<file path="src/rtl/alu_pkg.sv">
package alu_pkg;

    //////////////////////////////////////////////////////////////////////
    // Widths

    localparam int DATA_WIDTH     = 32;
    localparam int PC_WIDTH       = 32;
    localparam int OFFSET_WIDTH   = 16;
    localparam int REG_ADDR_WIDTH = 5;
    localparam int INSTR_ID_WIDTH = 6;

    typedef logic [DATA_WIDTH-1:0]     data_t;
    typedef logic [PC_WIDTH-1:0]       pc_t;
    typedef logic [OFFSET_WIDTH-1:0]   offset_t;
    typedef logic [REG_ADDR_WIDTH-1:0] reg_addr_t;
    typedef logic [INSTR_ID_WIDTH-1:0] instr_id_t;

    //////////////////////////////////////////////////////////////////////
    // Opcodes

    // Grouped by class in the upper bits
    typedef enum logic [5:0] {
        ADD  = 6'h00,
        SUB  = 6'h01,
        ADDI = 6'h02,
        SUBI = 6'h03,
        SLL  = 6'h04,
        SRL  = 6'h05,
        MOV  = 6'h06,
        NOP  = 6'h07,
        LDW  = 6'h10,
        LDB  = 6'h11,
        STW  = 6'h12,
        STB  = 6'h13,
        BEQ  = 6'h30,
        BNE  = 6'h31,
        BLT  = 6'h32,
        BGT  = 6'h33,
        BLE  = 6'h34,
        BGE  = 6'h35,
        JUMP = 6'h38
    } opcode_e;

    //////////////////////////////////////////////////////////////////////
    // Opcode classes

    function automatic logic is_mem_op(input opcode_e op);
        return op inside {LDW, LDB, STW, STB};
    endfunction

    function automatic logic is_store_op(input opcode_e op);
        return op inside {STW, STB};
    endfunction

    function automatic logic is_byte_op(input opcode_e op);
        return op inside {LDB, STB};
    endfunction

    // Instructions that write the register file
    function automatic logic writes_reg(input opcode_e op);
        return op inside {ADD, SUB, ADDI, SUBI, SLL, SRL, MOV};
    endfunction

endpackage

</file>
<file path="src/rtl/alu_datapath.sv">
`timescale 1ns/1ns

module alu_datapath
(
    input  alu_pkg::opcode_e opcode,
    input  alu_pkg::data_t   ra_data,
    input  alu_pkg::data_t   rb_data,
    input  alu_pkg::offset_t offset,

    output alu_pkg::data_t   result,
    output logic             overflow,
    output alu_pkg::data_t   mem_addr
);

    import alu_pkg::*;

    // Immediate is unsigned
    data_t offset_ext;

    // One extra bit to catch carry and borrow
    logic [DATA_WIDTH:0] add_sum;
    logic [DATA_WIDTH:0] addi_sum;
    logic [DATA_WIDTH:0] subi_diff;
    logic [DATA_WIDTH:0] addr_sum;

    data_t mem_base;
    data_t sll_lost;

    assign offset_ext = {{(DATA_WIDTH-OFFSET_WIDTH){1'b0}}, offset};

    assign add_sum   = {1'b0, ra_data} + {1'b0, rb_data};
    assign addi_sum  = {1'b0, ra_data} + {1'b0, offset_ext};
    assign subi_diff = {1'b0, ra_data} - {1'b0, offset_ext};

    // Bits of ra that fall off the top on a left shift
    assign sll_lost = ra_data & ~({DATA_WIDTH{1'b1}} >> offset);

    //////////////////////////////////////////////////////////////////////
    // Memory address

    // Loads index off ra, stores off rb (ra holds the store data)
    assign mem_base = is_store_op(opcode) ? rb_data : ra_data;
    assign addr_sum = {1'b0, mem_base} + {1'b0, offset_ext};
    assign mem_addr = addr_sum[DATA_WIDTH-1:0];

    //////////////////////////////////////////////////////////////////////
    // Result and overflow

    always_comb
    begin
        result   = '0;
        overflow = 1'b0;

        case (opcode)
            ADD:
            begin
                result   = add_sum[DATA_WIDTH-1:0];
                overflow = add_sum[DATA_WIDTH];
            end
            SUB:
            begin
                // Wraps silently
                result = ra_data - rb_data;
            end
            ADDI:
            begin
                result   = addi_sum[DATA_WIDTH-1:0];
                overflow = addi_sum[DATA_WIDTH];
            end
            SUBI:
            begin
                result   = subi_diff[DATA_WIDTH-1:0];
                overflow = subi_diff[DATA_WIDTH];
            end
            SLL:
            begin
                result   = ra_data << offset;
                overflow = |sll_lost;
            end
            SRL:
            begin
                result = ra_data >> offset;
            end
            MOV:
            begin
                result = ra_data;
            end
            LDW, LDB, STW, STB:
            begin
                overflow = addr_sum[DATA_WIDTH];
            end
            default:
            begin
                // NOP and branches produce no value
                result = '0;
            end
        endcase
    end

endmodule

</file>
<file path="src/rtl/branch_resolve.sv">
`timescale 1ns/1ns

module branch_resolve
(
    input  alu_pkg::opcode_e opcode,
    input  alu_pkg::data_t   ra_data,
    input  alu_pkg::data_t   rb_data,
    input  alu_pkg::offset_t offset,

    output logic             branch_taken,
    output alu_pkg::pc_t     branch_target
);

    import alu_pkg::*;

    // Absolute target, taken straight from the immediate
    assign branch_target = {{(PC_WIDTH-OFFSET_WIDTH){1'b0}}, offset};

    //////////////////////////////////////////////////////////////////////
    // Condition evaluation

    // All comparisons unsigned
    always_comb
    begin
        case (opcode)
            BEQ:     branch_taken = (ra_data == rb_data);
            BNE:     branch_taken = (ra_data != rb_data);
            BLT:     branch_taken = (ra_data <  rb_data);
            BGT:     branch_taken = (ra_data >  rb_data);
            BLE:     branch_taken = (ra_data <= rb_data);
            BGE:     branch_taken = (ra_data >= rb_data);
            JUMP:    branch_taken = 1'b1;
            default: branch_taken = 1'b0;
        endcase
    end

endmodule

</file>
<file path="src/rtl/alu_dispatch.sv">
`timescale 1ns/1ns

module alu_dispatch
(
    input  logic               clock,
    input  logic               rst_n,
    input  logic               flush,

    // Request fields
    input  logic               req_valid,
    input  alu_pkg::opcode_e   opcode,
    input  alu_pkg::reg_addr_t rd_addr,
    input  alu_pkg::instr_id_t instr_id,
    input  alu_pkg::pc_t       pc,
    input  alu_pkg::data_t     ra_data,
    input  alu_pkg::data_t     rb_data,

    // From datapath and branch unit
    input  alu_pkg::data_t     result,
    input  logic               overflow,
    input  alu_pkg::data_t     mem_addr,
    input  logic               branch_taken,
    input  alu_pkg::pc_t       branch_target,

    // Data cache request
    output logic               dcache_valid,
    output alu_pkg::data_t     dcache_addr,
    output alu_pkg::data_t     dcache_data,
    output logic               dcache_is_store,
    output logic               dcache_byte,
    output alu_pkg::instr_id_t dcache_instr_id,

    // Write-back request
    output logic               wb_valid,
    output alu_pkg::instr_id_t wb_instr_id,
    output alu_pkg::pc_t       wb_pc,
    output logic               wb_rf_wen,
    output alu_pkg::reg_addr_t wb_rf_dest,
    output alu_pkg::data_t     wb_rf_data,
    output logic               wb_xcpt_overflow,

    // Redirect to fetch
    output logic               take_branch,
    output alu_pkg::pc_t       branch_pc
);

    import alu_pkg::*;

    logic accept;
    logic mem_ok;

    assign accept = req_valid && !flush;

    // Overflowing memory ops are reported through write-back instead
    assign mem_ok = is_mem_op(opcode) && !overflow;

    //////////////////////////////////////////////////////////////////////
    // Valid pulses

    always_ff @(posedge clock or negedge rst_n)
    begin
        if (!rst_n)
        begin
            dcache_valid <= 1'b0;
            wb_valid     <= 1'b0;
            take_branch  <= 1'b0;
        end
        else
        begin
            dcache_valid <= accept && mem_ok;
            wb_valid     <= accept && !mem_ok;
            take_branch  <= accept && branch_taken;
        end
    end

    //////////////////////////////////////////////////////////////////////
    // Payload

    always_ff @(posedge clock)
    begin
        if (req_valid)
        begin
            dcache_addr     <= mem_addr;
            // Store data comes from ra, loads just carry rb along
            dcache_data     <= is_store_op(opcode) ? ra_data : rb_data;
            dcache_is_store <= is_store_op(opcode);
            dcache_byte     <= is_byte_op(opcode);
            dcache_instr_id <= instr_id;

            wb_instr_id      <= instr_id;
            wb_pc            <= pc;
            wb_rf_wen        <= writes_reg(opcode) && !overflow;
            wb_rf_dest       <= rd_addr;
            wb_rf_data       <= result;
            wb_xcpt_overflow <= overflow;

            branch_pc <= branch_target;
        end
    end

endmodule

</file>
<file path="src/rtl/alu_top.sv">
`timescale 1ns/1ns

module alu_top
(
    input  logic               clock,
    input  logic               rst_n,
    input  logic               flush,

    // Request from decode
    input  logic               req_valid,
    input  alu_pkg::opcode_e   req_opcode,
    input  alu_pkg::reg_addr_t req_rd_addr,
    input  alu_pkg::data_t     req_ra_data,
    input  alu_pkg::data_t     req_rb_data,
    input  alu_pkg::offset_t   req_offset,
    input  alu_pkg::pc_t       req_pc,
    input  alu_pkg::instr_id_t req_instr_id,

    // Data cache request
    output logic               dcache_valid,
    output alu_pkg::data_t     dcache_addr,
    output alu_pkg::data_t     dcache_data,
    output logic               dcache_is_store,
    output logic               dcache_byte,
    output alu_pkg::instr_id_t dcache_instr_id,

    // Write-back request
    output logic               wb_valid,
    output alu_pkg::instr_id_t wb_instr_id,
    output alu_pkg::pc_t       wb_pc,
    output logic               wb_rf_wen,
    output alu_pkg::reg_addr_t wb_rf_dest,
    output alu_pkg::data_t     wb_rf_data,
    output logic               wb_xcpt_overflow,

    // Redirect to fetch
    output logic               take_branch,
    output alu_pkg::pc_t       branch_pc
);

    import alu_pkg::*;

    data_t result;
    logic  overflow;
    data_t mem_addr;
    logic  branch_taken;
    pc_t   branch_target;

    //////////////////////////////////////////////////////////////////////
    // Combinational units, side by side

    alu_datapath u_alu_datapath
    (
        .opcode   (req_opcode),
        .ra_data  (req_ra_data),
        .rb_data  (req_rb_data),
        .offset   (req_offset),
        .result   (result),
        .overflow (overflow),
        .mem_addr (mem_addr)
    );

    branch_resolve u_branch_resolve
    (
        .opcode        (req_opcode),
        .ra_data       (req_ra_data),
        .rb_data       (req_rb_data),
        .offset        (req_offset),
        .branch_taken  (branch_taken),
        .branch_target (branch_target)
    );

    //////////////////////////////////////////////////////////////////////
    // Output stage

    alu_dispatch u_alu_dispatch
    (
        .clock            (clock),
        .rst_n            (rst_n),
        .flush            (flush),
        .req_valid        (req_valid),
        .opcode           (req_opcode),
        .rd_addr          (req_rd_addr),
        .instr_id         (req_instr_id),
        .pc               (req_pc),
        .ra_data          (req_ra_data),
        .rb_data          (req_rb_data),
        .result           (result),
        .overflow         (overflow),
        .mem_addr         (mem_addr),
        .branch_taken     (branch_taken),
        .branch_target    (branch_target),
        .dcache_valid     (dcache_valid),
        .dcache_addr      (dcache_addr),
        .dcache_data      (dcache_data),
        .dcache_is_store  (dcache_is_store),
        .dcache_byte      (dcache_byte),
        .dcache_instr_id  (dcache_instr_id),
        .wb_valid         (wb_valid),
        .wb_instr_id      (wb_instr_id),
        .wb_pc            (wb_pc),
        .wb_rf_wen        (wb_rf_wen),
        .wb_rf_dest       (wb_rf_dest),
        .wb_rf_data       (wb_rf_data),
        .wb_xcpt_overflow (wb_xcpt_overflow),
        .take_branch      (take_branch),
        .branch_pc        (branch_pc)
    );

endmodule

</file>
<file path="config.mk">
export PLATFORM = sky130hd
export DESIGN_NAME = alu_top
export DESIGN_NICKNAME = d
export VERILOG_FILES = /design/src/rtl/alu_pkg.sv /design/src/rtl/alu_datapath.sv /design/src/rtl/branch_resolve.sv /design/src/rtl/alu_dispatch.sv /design/src/rtl/alu_top.sv
export SDC_FILE = /design/constraint.sdc
export NUM_CORES = 1
export LEC_CHECK = 0
export BUFFER_PORTS_ARGS = -buffer_cell sky130_fd_sc_hd__buf_2
export CAP_MARGIN = 15
export CELL_PAD_IN_SITES_DETAIL_PLACEMENT = 0
export CELL_PAD_IN_SITES_GLOBAL_PLACEMENT = 1
export CORE_MARGIN = 4
export CORE_UTILIZATION = 39
export DETAILED_ROUTE_END_ITERATION = 16
export HOLD_SLACK_MARGIN = 0.1
export PLACE_DENSITY_LB_ADDON = 0.1
export SYNTH_ARGS = -nofsm -noshare
export SYNTH_HDL_FRONTEND = slang
export SYNTH_SLANG_ARGS = --single-unit
</file>
<file path="constraint.sdc">
create_clock -name clock -period 0.8 [get_ports clock]
set_input_delay 0.12 -clock clock [delete_from_list [all_inputs] [get_ports clock]]
set_output_delay 0.12 -clock clock [all_outputs]
set_load 0.005 [all_outputs]
</file>
==> results.md, run 1 <==
- Status: finished, violations left
- Failing checks: negative setup slack
- CTS Buf Count: 17
- Maximum VDD drop: 1.85 mV
- Final Wtd Congestion: about 1
- First-pass GRT wire length: 148000 µm
- Unrepaired setup endpoints after global routing: yes
- Core area: 45300 µm²
- Synthesized area per cell: 8.20 µm²
- Post-synth ARST share: about 1.9%
- Worst Hold Class: input port to register
- TritonCTS clock tree: yes
- Yosys top cell area share: 26.7%
- WS Path Type: input port to register
- Die Y: 222 µm
- Clk buf depth: 2
- Num ports: 317
- Share of post-route cells with drive strength above 1: 52.0%
- Largest net degree at the start of global routing: 44
- Worst-path fanout max: 7
- Slew Viols, Final: 0
- Worst Min Path Start: req_valid
- Final net count: 3598
- Lkg Pwr: 13.9 nW
- Post-synth cell types: 83
- Core Rows: 78
- Post-route ant nets: 0
- Crit path launch type: input port
- Synth Instances: 2178
- Root Driver: clkbuf_16
- Die Wd: 222 µm
- Fmax: 306 MHz
- Cell count of the worst hold path: 4
- Vias/cell: 6.10
- Commonest non-fill, non-tap cell in the layout: buf_4
- YS warnings: 0
- Final period demand of the worst path: 3270 ps
- Req. time, crit path: 1050 ps
- Layout area overhead: 76.8%
- Sequential-to-total area share from yosys stat: 27.2%
- Final hold vios: 0
- Post-Route WL: 107000 µm
- Worst hold slack: 64.4 ps
- Final std cells w/o fill: ~4k
- WL per Instance: between 20 and 30 µm
- Arr. time, crit path: around 3500 ps
- Starting DRT DRC Count: between 2k and 3k
- Initial antenna violation count: 2
- Commonest non-fill, non-tap cells in the layout: buf_4, buf_2, nand2_1
- Hold Path End: u_alu_dispatch.take_branch
- Main flop type after synthesis: edfxtp_1
- DRC Markers: 0
- DP HPWL: 76600 µm
- Setup-failing EPs final: approximately 270
- Vias: 24.2k
- Dpl cells: 3717
- Synthesized cell area: 17900 µm²
- First-pass DRT Iterations: 6
- EDFF count, synth: 159
- Worst Tran Pin Value: 786 ps
- Initial Utilization: 39.4%
- CP endpoint kind: register
- Clock transition at path regs: 80 ps
- PD cells: around 1200 nW/µm²
- Slew HR: between 40 and 50%
- Die Area: 49300 µm²
- Top cells by area, synth: edfxtp_1, ha_1, o21ai_0, a21oi_1, mux2i_1
- Final period utilization: 409%
- Tot GR Track Use: roughly two fifths
- TritonCTS sink count: 162
- Leading area contributor after synthesis: edfxtp_1
- H-tree depth: 4
- Max Cap Violations: 0
- Total grt overflow: 0
- Seq cells post-synth: about 160
- Vias in the first global route: 23.3k
- Final worst setup slack: -2470 ps
- Port Buffers: 300
[synthesized netlist by cell type, drive strengths merged (5+ instances only)]
cell type and instances:
nand2 207, o21ai 199, nor2 190, a21oi 176
edfxtp 159, clkbuf 131, ha 112, inv 101
mux2i 87, buf 62, nand3 60, nor3 53
xnor2 49, a21o 33, a211oi 31, mux4 30
o211ai 29, mux2 28, xor2 25, and3 24
nand2b 24, o221ai 23, a31oi 21, o22ai 21
nand4 20, o21bai 20, a22oi 19, nor4 19
a221o 17, a221oi 15, o21a 14, or3 13
nor2b 12, o2111ai 12, and2 11, a22o 9
a32oi 9, o31ai 9, or2 9, or4 7
a2111oi 6, a211o 6, fa 5, o211a 5
o31a 5
[worst max-delay path by stage]
stage / start / endpoint / cells after the start
floorplan: req_opcode[5] / u_alu_dispatch.dcache_addr[30] / 18
global placement: req_opcode[3] / u_alu_dispatch.dcache_addr[27] / 17
detailed placement: req_opcode[3] / u_alu_dispatch.dcache_addr[29] / 19
CTS: req_opcode[3] / u_alu_dispatch.dcache_addr[29] / 18
global route: req_opcode[3] / u_alu_dispatch.dcache_addr[18] / 20
finish: req_opcode[3] / u_alu_dispatch.dcache_addr[18] / 20
[power by group]
part | total, mW | switching (mW) | internal [mW]
Combinational | 17.8 | 9.27 | 8.52
Sequential | 10.5 | 0.290 | 10.2
Clock | 8.86 | 4.63 | 4.23
Total | 37.2 | 14.2 | 23.0
[logic make-up (layout without fill, tap and decap cells)]
logic type	Yosys count	count (layout)	share of synthesized area (%)
buf+inv	297	1463	6.91
other cells	1	18	0.0210
mux	145	145	10.4
xor+xnor	74	74	3.63
flops	162	162	27.2
fa+ha+maj	119	119	8.52
compound gates	716	716	25.9
simple gates	664	666	17.5
[metal layers]
metal | GRT usage [%] | wire length, µm
met5 | 0 | 0
met4 | 20.0 | 7400
met3 | 7.07 | 9670
met2 | 63.9 | 48400
met1 | 50.9 | 41700
[area by class of cell]
type,instances,area (µm²)
clock buffer,17,425
timing repair buffer,1327,10700
antenna,2,5.00
sequential,162,4850
tap,600,751
inverter,104,447
multi-input combinational,1736,14200
clock inverter,15,179
fill,3421,13700
[critical path: stages]
cell and delay, ps:
buf_12 120, nor4b_4 330, buf_6 190, nand2_8 100, buf_8 180, buf_12 140
buf_8 130, nand2_2 60, o21ai_1 70, ha_1 340, a21o_1 230, a21oi_2 220
o211ai_1 230, a31oi_2 260, buf_6 190, buf_6 150, nand2b_4 130, xnor2_2 70
nor2_1 170, a21oi_1 60
[sequential cells by signal (all words and copies together), names as in the netlist]
signal                           count
u_alu_dispatch.dcache_is_store       1
u_alu_dispatch.dcache_instr_id       6
u_alu_dispatch.take_branch           1
u_alu_dispatch.dcache_byte           1
u_alu_dispatch.wb_valid              1
u_alu_dispatch.wb_rf_data           32
u_alu_dispatch.dcache_valid          1
u_alu_dispatch.dcache_addr          32
u_alu_dispatch.branch_pc            16
u_alu_dispatch.wb_rf_wen             1
u_alu_dispatch.wb_xcpt_overflow      1
u_alu_dispatch.dcache_data          32
u_alu_dispatch.wb_rf_dest            5
u_alu_dispatch.wb_pc                32
[metrics by stage]
step | utilization (%) | TNS [ps] | area, µm² | power [mW] | setup WS, ps
floorplan | - | -141810 | 18800 | 17.3 | -2410
global placement | 57.9 | -250480 | 26200 | 24.5 | -2850
detailed placement | 57.9 | -250620 | 26200 | 24.6 | -2880
CTS | 66.1 | -184400 | 29900 | 35.4 | -2140
global route | 69.7 | -208120 | 31600 | 38.5 | -2530
finish | 69.7 | -200850 | 31600 | 37.2 | -2470
[repair_timing]
item	in CTS	in global routing
gates resized for setup	390	256
setup endpoints to repair	270	271
cloned	9	3
setup buffers	75	68
pin swaps	176	164
hold buffers	71	2
hold endpoints to repair	81	3
Power figures use the tool's default switching activity.
==> run 2: changes to the inputs <==
--- a/config.mk
+++ b/config.mk
@@ -14,6 +14,8 @@
 export DETAILED_ROUTE_END_ITERATION = 16
 export HOLD_SLACK_MARGIN = 0.1
 export PLACE_DENSITY_LB_ADDON = 0.1
+export SKIP_CTS_REPAIR_TIMING = 1
 export SYNTH_ARGS = -nofsm -noshare
 export SYNTH_HDL_FRONTEND = slang
 export SYNTH_SLANG_ARGS = --single-unit
+export TNS_END_PERCENT = 10
==> run 2 against run 1 <==
Against the previous run:
- wire length fell by 12%
- combinational power down 13%
- hold slack better by 23 ps
- power fell by 7.7%
- final cell count decreased by 3.7%
- critical path depth is 1 lower
- largest cell class unchanged
- the flow still finishes with violations (negative setup slack)
- clock power shrank 4.2%
- design area is 10% lower
==> results.md, run 2 (synthesis gave the netlist of run 1 again) <==
- Status: finished, violations left
- Switching share of power: 36.7%
- Commonest non-fill, non-tap cells in the layout: buf_4, buf_2, nand2_1
- DP HPWL: 74000 µm
- CP max stage cell: o211ai_1
- Die Area: 49300 µm²
- Largest net degree at the start of global routing: 71
- Final net count: 3453
- Final instance area: around 28000 µm²
- Req. time, crit path: 1040 ps
- Final Wtd Congestion: about 1.0
- Post-route ant nets: 0
- Setup_tns: -182050 ps
- Commonest non-fill, non-tap cell in the layout: buf_4
- Vias/cell: ~5.9
- Final worst setup slack: -2230 ps
- Layout area overhead: 58.7%
- Setup-failing EPs final: 272
- Vias in the first global route: 21.4k
- WL per Instance: 24.8 µm
- First-pass GRT wire length: 133000 µm
- Sequential Power Share: 30.5%
- Clock network power share: 24.7%
- P_sw: 12.6 mW
- First-pass DRT Iterations: 7
- Post-place setup slack: -2930 ps
- Failing checks: negative setup slack
- Starting DRT DRC Count: between 1.5k and 2k
- Die Wd: 222 µm
- Unrepaired setup endpoints after global routing: yes
- Worst Hold Class: input port to register
- Comb power frac: 44.8%
- Initial antenna violation count: 2
- Arr. time, crit path: 3270 ps
- CP endpoint kind: register
- Fill cell count: approximately 4k
- Worst Tran Pin Value: just over 700 ps
- Share of post-route cells with drive strength above 1: 44.3%
- PD cells: 1210 nW/µm²
- Tot GR Track Use: 35.3%
- Clk buf depth: 2
- Final period utilization: 379%
- Worst-path fanout max: 6
- Fin util: 62.6%
- Lkg Pwr: 12.6 nW
- Cell count of the worst hold path: 2
- Port Buffers: 300
- Int Power: 21.7 mW
- Crit path launch type: input port
- Fmax: 330 MHz
- Clock transition at path regs: around 70 ps
- DRC Markers: 0
- Final hold vios: 0
- Core area: roughly 45000 µm²
- Die Y: 222 µm
- WS Path Type: input port to register
- Slew HR: between 50% and 60%
- H-tree depth: 4
- Final period demand of the worst path: 3030 ps
- CTS Buf Count: 17
- Slowest Stage Delay on Critical Path: 420 ps
- Max Cap Violations: 0
- Post-Route WL: 94500 µm
- Placed Area: 25500 µm²
- TritonCTS sink count: approximately 160
- Core Rows: 78
- Num ports: 317
- TritonCTS clock tree: yes
- Total grt overflow: 0
- CP Cell Sequence: buf_6 > nor4b_4 > buf_6 > nand2_8 > inv_6 > nand2_2 > o21ai_2 > ha_2 > fa_2 > a21o_1 > a21o_1 > a21oi_2 > o211ai_1 > a31oi_4 > buf_12 > buf_4 > or3_1 > a21oi_1 > a21oi_1
- Maximum VDD drop: 2.67 mV
- Vias: 22.4k
- Slew Viols, Final: 0
- Root Driver: clkbuf_16
- Initial Utilization: 39.4%
==> run 2: cell types whose count changed in the layout (fill, tap and decap cells not counted), sizes merged <==
cell and change:
clkinvlp +1, clkbuf -3, dlygate4sd3 -7, buf -131, inv -2, bufbuf -4
diode -1, clkinv +1
==> run 2: final cells by class <==
class / instances / area, µm² / share of cell area [%]
Clock inverter: 15 / 183 / 0.645
Clock buffer: 17 / 425 / 1.50
Tap cell: 600 / 751 / 2.65
Sequential cell: 162 / 4850 / 17.1
Inverter: 104 / 412 / 1.45
Timing Repair Buffer: 1182 / 8740 / 30.8
Multi-Input combinational cell: 1736 / 13000 / 45.8
Antenna cell: 1 / 2.50 / 0.00883
==> run 2: final timing paths <==
kind	end	slack [ps]	from
setup / recovery	u_alu_dispatch.dcache_addr[22]	-2230	req_opcode[3]
max in group asynchronous	u_alu_dispatch.dcache_valid	-40	rst_n
min in group asynchronous	u_alu_dispatch.take_branch	650	rst_n
hold / removal	u_alu_dispatch.wb_rf_dest[0]	90	req_valid
==> run 2: worst max-delay path: cells and delay by family <==
family                     cells  cell delay (ps)
AOI/OAI and AO/OA              8             1290
adders and majority gates      2              450
buffers and inverters          5              680
and+or+nand+nor                4              710
==> run 2: power groups by stage <==
stage               combinational (mW)  clock [mW]  sequential [mW]
floorplan                         5.99           0             10.8
global placement                  13.4           0             10.6
detailed placement                13.5           0             10.6
CTS                               13.6        8.66             10.5
global route                      16.3        9.03             10.5
finish                            15.4        8.49             10.5
==> run 2: per-layer routing <==
layer / global-route usage, % / up-vias / part of all wire [%]
li1: - / 10200 / -
met2: 56.5 / 1117 / 46
met3: 6.33 / 230 / 8.2
met1: 47.4 / 10900 / 42
met4: 14.7 / 0 / 4.6
met5: 0 / - / 0
==> run 2: through the flow <==
step / total power, mW / hold slack, ps / cells
5_1_grt: 35.9 / 73.4 / 3816
4_1_cts: 32.7 / -586 / 3730
2_1_floorplan: 16.7 / -176 / 2193
6_report: 34.3 / 87.2 / 3817
3_3_place_gp: 24.0 / -54.1 / 3698
3_5_place_dp: 24.1 / -53.7 / 3698
